<file path="config.mk">
export PLATFORM = sky130hd
export DESIGN_NAME = branch_predict_unit
export DESIGN_NICKNAME = d
export VERILOG_FILES = /design/src/bp_pkg.sv /design/src/bimodal_predictor.sv /design/src/branch_tracker.sv /design/src/stats_regs.sv /design/src/branch_predict_unit.sv
export VERILOG_INCLUDE_DIRS = /design/src
export SDC_FILE = /design/constraint.sdc
export NUM_CORES = 2
export LEC_CHECK = 0
export ABC_CLOCK_PERIOD_IN_PS = 7000
export BUFFER_PORTS_ARGS = -buffer_cell sky130_fd_sc_hd__buf_4
export CORE_ASPECT_RATIO = 0.9
export CORE_UTILIZATION = 45
export DETAILED_ROUTE_END_ITERATION = 12
export GPL_TIMING_DRIVEN = 0
export PLACE_DENSITY = 0.66
export SLEW_MARGIN = 10
export SYNTH_ARGS = -nofsm -noshare
export SYNTH_HDL_FRONTEND = slang
export SYNTH_HIERARCHICAL = 1
export SYNTH_SLANG_ARGS = --single-unit
</file>
<file path="constraint.sdc">
create_clock -name CLK -period 7 [get_ports CLK]
set_input_delay 2.1 -clock CLK [delete_from_list [all_inputs] [get_ports CLK]]
set_output_delay 2.1 -clock CLK [all_outputs]
set_load 0.02 [all_outputs]
</file>
<file path="src/bp_defines.svh">
/*
 * Size macros for the branch prediction unit.
 * Included by the package and by any RTL module that sizes storage from them.
 */
`ifndef BP_DEFINES_SVH
`define BP_DEFINES_SVH

// Number of entries in the bimodal counter table.
`define BP_TABLE_DEPTH 64

// Table index width, taken from PC bits starting at bit 2.
`define BP_INDEX_W 6

// Width of each performance counter; 64 is also supported.
`define BP_COUNT_W 32

`endif

</file>
<file path="src/bp_pkg.sv">
/*
 * Shared types for the branch prediction unit.
 * Modules pull these in with a wildcard import in their header.
 */
`default_nettype none

`include "bp_defines.svh"

package bp_pkg;

    typedef logic [31:0] pc_t;                       // Program counter.
    typedef logic [12:0] imm_sb_t;                   // SB-type branch immediate.
    typedef logic [`BP_INDEX_W-1:0] bp_index_t;      // Predictor table index.
    typedef logic [1:0] sat_ctr_t;                   // Upper bit is the taken prediction.
    typedef logic [`BP_COUNT_W-1:0] stat_count_t;    // One performance counter.

    // Statistics in counter order; code 15 is unused and reads as zero.
    typedef enum logic [3:0] {
        STAT_PREDICTIONS,
        STAT_MISPREDICTIONS,
        STAT_CORRECT,
        STAT_PRED_TAKEN,
        STAT_PRED_NOT_TAKEN,
        STAT_TAKEN_INCORRECT,
        STAT_NOT_TAKEN_INCORRECT,
        STAT_FWD_BRANCHES,
        STAT_FWD_PRED_TAKEN,
        STAT_FWD_TAKEN_CORRECT,
        STAT_FWD_NOT_TAKEN_CORRECT,
        STAT_BWD_BRANCHES,
        STAT_BWD_PRED_TAKEN,
        STAT_BWD_TAKEN_CORRECT,
        STAT_BWD_NOT_TAKEN_CORRECT
    } stat_sel_e;

endpackage

`default_nettype wire

</file>
<file path="src/bimodal_predictor.sv">
/*
 * Bimodal direction predictor built from 2-bit saturating counters.
 * Fetch looks up combinationally; execute trains it once per resolved branch.
 */
`default_nettype none

`include "bp_defines.svh"

module bimodal_predictor
    import bp_pkg::*;
(
    input  logic CLK,
    input  logic nRST,
    input  pc_t  lookup_pc,
    output logic predict_taken,
    input  logic update_predictor,
    input  pc_t  update_pc,
    input  logic branch_result
);

    sat_ctr_t  ctr_table [`BP_TABLE_DEPTH];
    bp_index_t lookup_idx;
    bp_index_t update_idx;
    sat_ctr_t  update_ctr;
    sat_ctr_t  next_ctr;

    // Word aligned PCs, so the two low bits carry no information.
    assign lookup_idx = lookup_pc[`BP_INDEX_W+1:2];
    assign update_idx = update_pc[`BP_INDEX_W+1:2];

    assign predict_taken = ctr_table[lookup_idx][1];    // Upper bit gives the direction.
    assign update_ctr    = ctr_table[update_idx];

    // Count toward 11 on taken and toward 00 on not taken, holding at either end.
    always_comb begin
        next_ctr = update_ctr;
        if (branch_result) begin
            if (update_ctr != 2'b11) begin
                next_ctr = update_ctr + 2'b01;
            end
        end else begin
            if (update_ctr != 2'b00) begin
                next_ctr = update_ctr - 2'b01;
            end
        end
    end

    always_ff @(posedge CLK, negedge nRST) begin
        if (!nRST) begin
            for (int i = 0; i < `BP_TABLE_DEPTH; i++) begin
                ctr_table[i] <= 2'b01;                  // Start weakly not taken.
            end
        end else if (update_predictor) begin
            ctr_table[update_idx] <= next_ctr;
        end
    end

endmodule

`default_nettype wire

</file>
<file path="src/branch_tracker.sv">
/*
 * Branch prediction performance counters, one per statistic in stat_sel_e.
 * Each resolved branch is classified by prediction, outcome and direction.
 */
`default_nettype none

module branch_tracker
    import bp_pkg::*;
(
    input  logic               CLK,
    input  logic               nRST,
    input  logic               update_predictor,
    input  logic               prediction,
    input  logic               branch_result,
    input  imm_sb_t            imm_sb,
    input  logic               counters_clear,
    output stat_count_t [14:0] stat_counts
);

    logic [14:0] inc;
    logic        backward;
    logic        correct;

    assign backward = imm_sb[12];                       // Negative offset jumps back.
    assign correct  = (prediction == branch_result);

    // One bit per counter that this branch advances.
    always_comb begin
        inc = '0;
        if (update_predictor) begin
            inc[STAT_PREDICTIONS]         = 1'b1;
            inc[STAT_MISPREDICTIONS]      = !correct;
            inc[STAT_CORRECT]             = correct;
            inc[STAT_PRED_TAKEN]          = prediction;
            inc[STAT_PRED_NOT_TAKEN]      = !prediction;
            inc[STAT_TAKEN_INCORRECT]     = prediction && !correct;
            inc[STAT_NOT_TAKEN_INCORRECT] = !prediction && !correct;

            // Direction split of the totals above.
            if (backward) begin
                inc[STAT_BWD_BRANCHES]          = 1'b1;
                inc[STAT_BWD_PRED_TAKEN]        = prediction;
                inc[STAT_BWD_TAKEN_CORRECT]     = prediction && correct;
                inc[STAT_BWD_NOT_TAKEN_CORRECT] = !prediction && correct;
            end else begin
                inc[STAT_FWD_BRANCHES]          = 1'b1;
                inc[STAT_FWD_PRED_TAKEN]        = prediction;
                inc[STAT_FWD_TAKEN_CORRECT]     = prediction && correct;
                inc[STAT_FWD_NOT_TAKEN_CORRECT] = !prediction && correct;
            end
        end
    end

    always_ff @(posedge CLK, negedge nRST) begin
        if (!nRST) begin
            stat_counts <= '0;
        end else if (counters_clear) begin
            stat_counts <= '0;                          // Clear wins over a same cycle update.
        end else begin
            for (int i = 0; i < 15; i++) begin
                if (inc[i]) begin
                    stat_counts[i] <= stat_counts[i] + 1'b1;    // Wraps at full width.
                end
            end
        end
    end

endmodule

`default_nettype wire

</file>
<file path="src/stats_regs.sv">
/*
 * Debug access to the performance counters.
 * Registers one selected counter per read strobe and delays the clear strobe.
 */
`default_nettype none

module stats_regs
    import bp_pkg::*;
(
    input  logic               CLK,
    input  logic               nRST,
    input  logic               stat_rd,
    input  logic               stat_clear,
    input  stat_sel_e          stat_sel,
    input  stat_count_t [14:0] stat_counts,
    output stat_count_t        stat_data,
    output logic               stat_valid,
    output logic               counters_clear
);

    stat_count_t sel_value;

    // Code 15 has no counter behind it.
    always_comb begin
        if (stat_sel > STAT_BWD_NOT_TAKEN_CORRECT) begin
            sel_value = '0;
        end else begin
            sel_value = stat_counts[stat_sel];
        end
    end

    always_ff @(posedge CLK, negedge nRST) begin
        if (!nRST) begin
            stat_data      <= '0;
            stat_valid     <= 1'b0;
            counters_clear <= 1'b0;
        end else begin
            stat_valid     <= stat_rd;                  // One cycle pulse per read.
            counters_clear <= stat_clear;               // Clear lands one edge later.
            if (stat_rd) begin
                stat_data <= sel_value;                 // Value before this edge's update.
            end
        end
    end

endmodule

`default_nettype wire

</file>
<file path="src/branch_predict_unit.sv">
/*
 * Branch prediction unit top level.
 * Connects the bimodal predictor, the performance tracker and its debug registers.
 */
`default_nettype none

module branch_predict_unit
    import bp_pkg::*;
(
    input  logic        CLK,
    input  logic        nRST,
    input  pc_t         lookup_pc,
    output logic        predict_taken,
    input  logic        update_predictor,
    input  pc_t         update_pc,
    input  imm_sb_t     imm_sb,
    input  logic        prediction,
    input  logic        branch_result,
    input  logic        stat_rd,
    input  stat_sel_e   stat_sel,
    input  logic        stat_clear,
    output stat_count_t stat_data,
    output logic        stat_valid
);

    stat_count_t [14:0] stat_counts;
    logic               counters_clear;

    bimodal_predictor u_predictor (
        .CLK              (CLK),
        .nRST             (nRST),
        .lookup_pc        (lookup_pc),
        .predict_taken    (predict_taken),
        .update_predictor (update_predictor),
        .update_pc        (update_pc),
        .branch_result    (branch_result)
    );

    branch_tracker u_tracker (
        .CLK              (CLK),
        .nRST             (nRST),
        .update_predictor (update_predictor),
        .prediction       (prediction),
        .branch_result    (branch_result),
        .imm_sb           (imm_sb),
        .counters_clear   (counters_clear),
        .stat_counts      (stat_counts)
    );

    stats_regs u_stats (
        .CLK              (CLK),
        .nRST             (nRST),
        .stat_rd          (stat_rd),
        .stat_clear       (stat_clear),
        .stat_sel         (stat_sel),
        .stat_counts      (stat_counts),
        .stat_data        (stat_data),
        .stat_valid       (stat_valid),
        .counters_clear   (counters_clear)
    );

endmodule

`default_nettype wire

</file>
==> flow_summary.json <==
{
  "ant_nets": 0,
  "hp-start": "u_predictor/ctr_table[90]$_DFFE_PN1P_",
  "p_total_uw": 8657,
  "io_pins": 122,
  "avgSynthCellArea_um2": 10.04,
  "crit_path_start_kind": "input pin",
  "min_period_ns": 6.846,
  "antenna_found_initial": 1,
  "cp.buffers_inverters": 3,
  "die_height_um": 270.9,
  "die_w_um": 300.7,
  "worstSkewPairLatency_ns": 0.63,
  "critPathMostFrequentCell": "mux4_2",
  "groute.usage.overall_pct": 27.25,
  "hpwl_um": 82320,
  "vias": 28954,
  "syn_area_mm2": 0.03614,
  "r2r-start": "u_stats/counters_clear$_DFF_PN0_",
  "p_per_area_mw_per_mm2": 213.9,
  "grt-ovfl-total": 0,
  "multiInputGateArea_mm2": 0.01878,
  "ys_async_sr_fraction_pct": 100.0,
  "area_growth_pct": 12.00,
  "root_buffer": "clkbuf_16",
  "ff2ff_path_depth": 4,
  "dr.pass1.iters": 6,
  "std_cell_rows": 98,
  "cts_buffer_depth": 3,
  "yosysUniqueCellTypes": 81,
  "rsz0062_at_grt": "no",
  "wirelength_um": 110900,
  "skew_ns": 0.03008,
  "grt_max_degree": 106,
  "setup_viol": 0,
  "ys_warn_count": 6,
  "htree_levels": 3,
  "hold_end": "u_predictor/ctr_table[90]$_DFFE_PN1P_",
  "avgViaCountPerCell": 5.981,
  "cts_tree": "built",
  "final-hold-violation-count": 0,
  "min_period_over_period_pct": 97.80,
  "grt_pass1_vias": 27444,
  "nets": 3842,
  "clock-sinks": 642,
  "worstPathMaxFanout": 10,
  "globalplace.congestion": 0.9472,
  "reg2reg_slack_ns": 3.69,
  "fp.coreArea_mm2": 0.07946,
  "post_drt_wl_per_cell_um": 22.90,
  "critical_path_required_ns": 4.90,
  "fillers": 7144,
  "relSlewSlack_pct": 17.35,
  "peakVddDrop_v": 0.0002122,
  "max_freq_mhz": 146.1,
  "synth_nets": 3708,
  "yosysSeqAreaShare_pct": 44.67,
  "crit_path_max_incr_delay_ns": 0.64,
  "drc": 0,
  "hold_class": "register to register",
  "tightest_slew_ns": 1.235,
  "cpMaxStageDelayCell": "clkbuf_1",
  "synth-main-ff-cell": "dfrtp_1",
  "status": "finished clean",
  "path_clk_slew_ns": 0.06,
  "criticalPathCategory": "input pin to primary output",
  "hold_depth": 2,
  "cp_top_family": "multiplexers",
  "cts_hold_buf": 0,
  "start_util_pct": 45.49,
  "slew_viol_final": 0,
  "seq_area_mm2": 0.01615,
  "setup_tns_ns": 0,
  "drt_iter0_drc": 3195,
  "timing.rr.end": "u_tracker/stat_counts[97]$_DFFE_PN0P_",
  "portBuffers": 50,
  "grt_pass1_wl_um": 169900,
  "drv_cap": 0,
  "dieArea_mm2": 0.08145,
  "arrival_ns": 4.75,
  "path_cells": "buf_1 -> clkbuf_1 -> mux4_2 -> mux4_2 -> mux4_2 -> buf_4",
  "numCtsBuffers": 73,
  "leakagePower_uw": 0.01617,
  "synth.ff_latch_count": 642,
  "drive_above_1_share_pct": 15.80,
  "synth_edf_count": 0,
  "end_kind": "primary output",
  "syn_inst": 3601,
  "diodes": 0
}
## cell usage in the layout, fill, tap and decap left out, drive strengths merged, types with 7 or more instances in the layout
cell type / n
nand2: 386
nand3: 192
clkbuf: 223
dfrtp: 578
inv: 84
mux2: 10
xor2: 291
o21ai: 197
xnor2: 135
clkinv: 13
nor2: 502
nand2b: 8
a221oi: 35
mux2i: 52
a211oi: 11
buf: 129
dfstp: 64
nand3b: 7
and2: 27
nor2b: 41
and3: 53
or3: 33
and4: 38
nand4: 198
nor3: 75
o211ai: 33
ha: 19
mux4: 133
a21oi: 56
nor4: 61
o221a: 32
## power by group
part	switching (uW)	internal, uW
Sequential	97.9	3880
Clock	1610	2290
Combinational	506	279
## worst max-delay path by stage
stage          depth (start not counted)                                endpoint  slack, ns         start
2_1_floorplan                          5                           predict_taken       0.56  lookup_pc[2]
3_3_place_gp                           1  u_tracker/stat_counts[401]$_DFFE_PN0P_      -3.61          nRST
3_5_place_dp                           6                           predict_taken       0.06  lookup_pc[2]
4_1_cts                                6                           predict_taken       0.07  lookup_pc[2]
5_1_grt                                6                           predict_taken       0.15  lookup_pc[3]
6_report                               6                           predict_taken       0.15  lookup_pc[3]
## metal layers
metal,wire length (um),vias up,track usage [%]
li1,-,13140,-
met1,48540,14290,40.01
met2,46890,1307,38.95
met3,10380,215,5.629
met4,5048,2,11.19
met5,12,-,0
## through the flow
stage / utilization [%] / hold slack [ns] / cells / instance area, um^2 / worst slack [ns]
2_1_floorplan: - / 0.4524 / 3601 / 36140 / 0.5637
3_3_place_gp: 47.61 / 0.4579 / 4701 / 37830 / -3.609
3_5_place_dp: 47.90 / 0.4617 / 4710 / 38060 / 0.05625
4_1_cts: 50.94 / 0.4697 / 4841 / 40480 / 0.06545
5_1_grt: 50.94 / 0.4841 / 4841 / 40480 / 0.1494
6_report: 50.94 / 0.4687 / 4841 / 40480 / 0.1543
## what timing repair did
| action | CTS | global route |
|---|---|---|
| setup endpoints to repair | 0 | 1 |
| resized for setup | 0 | 2 |
| buffers inserted | 0 | 0 |
## synthesized netlist by cell type, types with 5 or more instances
| library cell | count | share of area [%] |
|---|---|---|
| and4_1 | 38 | 0.92 |
| a221oi_2 | 20 | 0.83 |
| inv_1 | 80 | 0.83 |
| nand4_1 | 198 | 3.4 |
| buf_12 | 6 | 0.33 |
| buf_6 | 7 | 0.22 |
| o221a_2 | 32 | 1.0 |
| buf_1 | 8 | 0.083 |
| nand3b_1 | 5 | 0.10 |
| nor2_1 | 500 | 5.2 |
| buf_2 | 39 | 0.54 |
| o21ai_2 | 60 | 1.5 |
| nand3_1 | 190 | 2.6 |
| a211oi_1 | 10 | 0.21 |
| nand2b_1 | 8 | 0.14 |
| dfstp_2 | 64 | 4.7 |
| nor3_1 | 72 | 1.0 |
| a21oi_1 | 53 | 0.73 |
| nor4_4 | 8 | 0.47 |
| nor4_1 | 40 | 0.69 |
| nor2b_1 | 41 | 0.71 |
| and3_1 | 53 | 0.92 |
| mux2i_1 | 52 | 1.4 |
| and2_1 | 27 | 0.47 |
| o21ai_1 | 92 | 1.3 |
| mux4_2 | 129 | 8.0 |
| buf_4 | 10 | 0.21 |
| xnor2_1 | 135 | 3.3 |
| o211ai_1 | 33 | 0.69 |
| a221oi_1 | 15 | 0.36 |
| nor4_2 | 13 | 0.45 |
| nand2_1 | 386 | 4.0 |
| o21ai_0 | 45 | 0.62 |
| clkbuf_1 | 115 | 1.2 |
| mux2_2 | 10 | 0.31 |
| xor2_1 | 291 | 7.1 |
| dfrtp_1 | 578 | 40 |
| or3_1 | 33 | 0.57 |
| ha_1 | 19 | 0.66 |
## worst register-to-register path: stages, from the launching register on
cell	delay, ns
dfrtp_1	0.62
clkbuf_1	0.72
clkbuf_1	0.71
clkbuf_1	0.98
a21oi_1	0.10
## sequential cells by signal, indices dropped and copies added, names as in the netlist
name                    flops
u_tracker/stat_counts     480
u_predictor/ctr_table     128
u_stats/stat_valid          1
u_stats/stat_data          32
u_stats/counters_clear      1
## logic make-up after synthesis
| kind of cell | after synthesis | synth area share [%] |
|---|---|---|
| AO/OA/AOI/OAI | 401 | 8.118 |
| flip-flops | 642 | 44.67 |
| buffers and inverters | 266 | 3.420 |
| multiplexers | 195 | 10.08 |
| XOR/XNOR | 426 | 10.32 |
| AND/OR/NAND/NOR | 1650 | 22.66 |
| adder cells (fa/ha/maj) | 21 | 0.7270 |
## area by class of cell
class,count,share of cell area (%)
repair buffers,59,1.459
plain buffers,186,2.315
clock inverters,24,0.7388
inverters,80,0.7419
multi-input cells,2693,46.38
clock buffers,107,5.227
well taps,1050,3.246
flip-flops and latches,642,39.89
No activity file was read; power rests on OpenSTA's default activity.
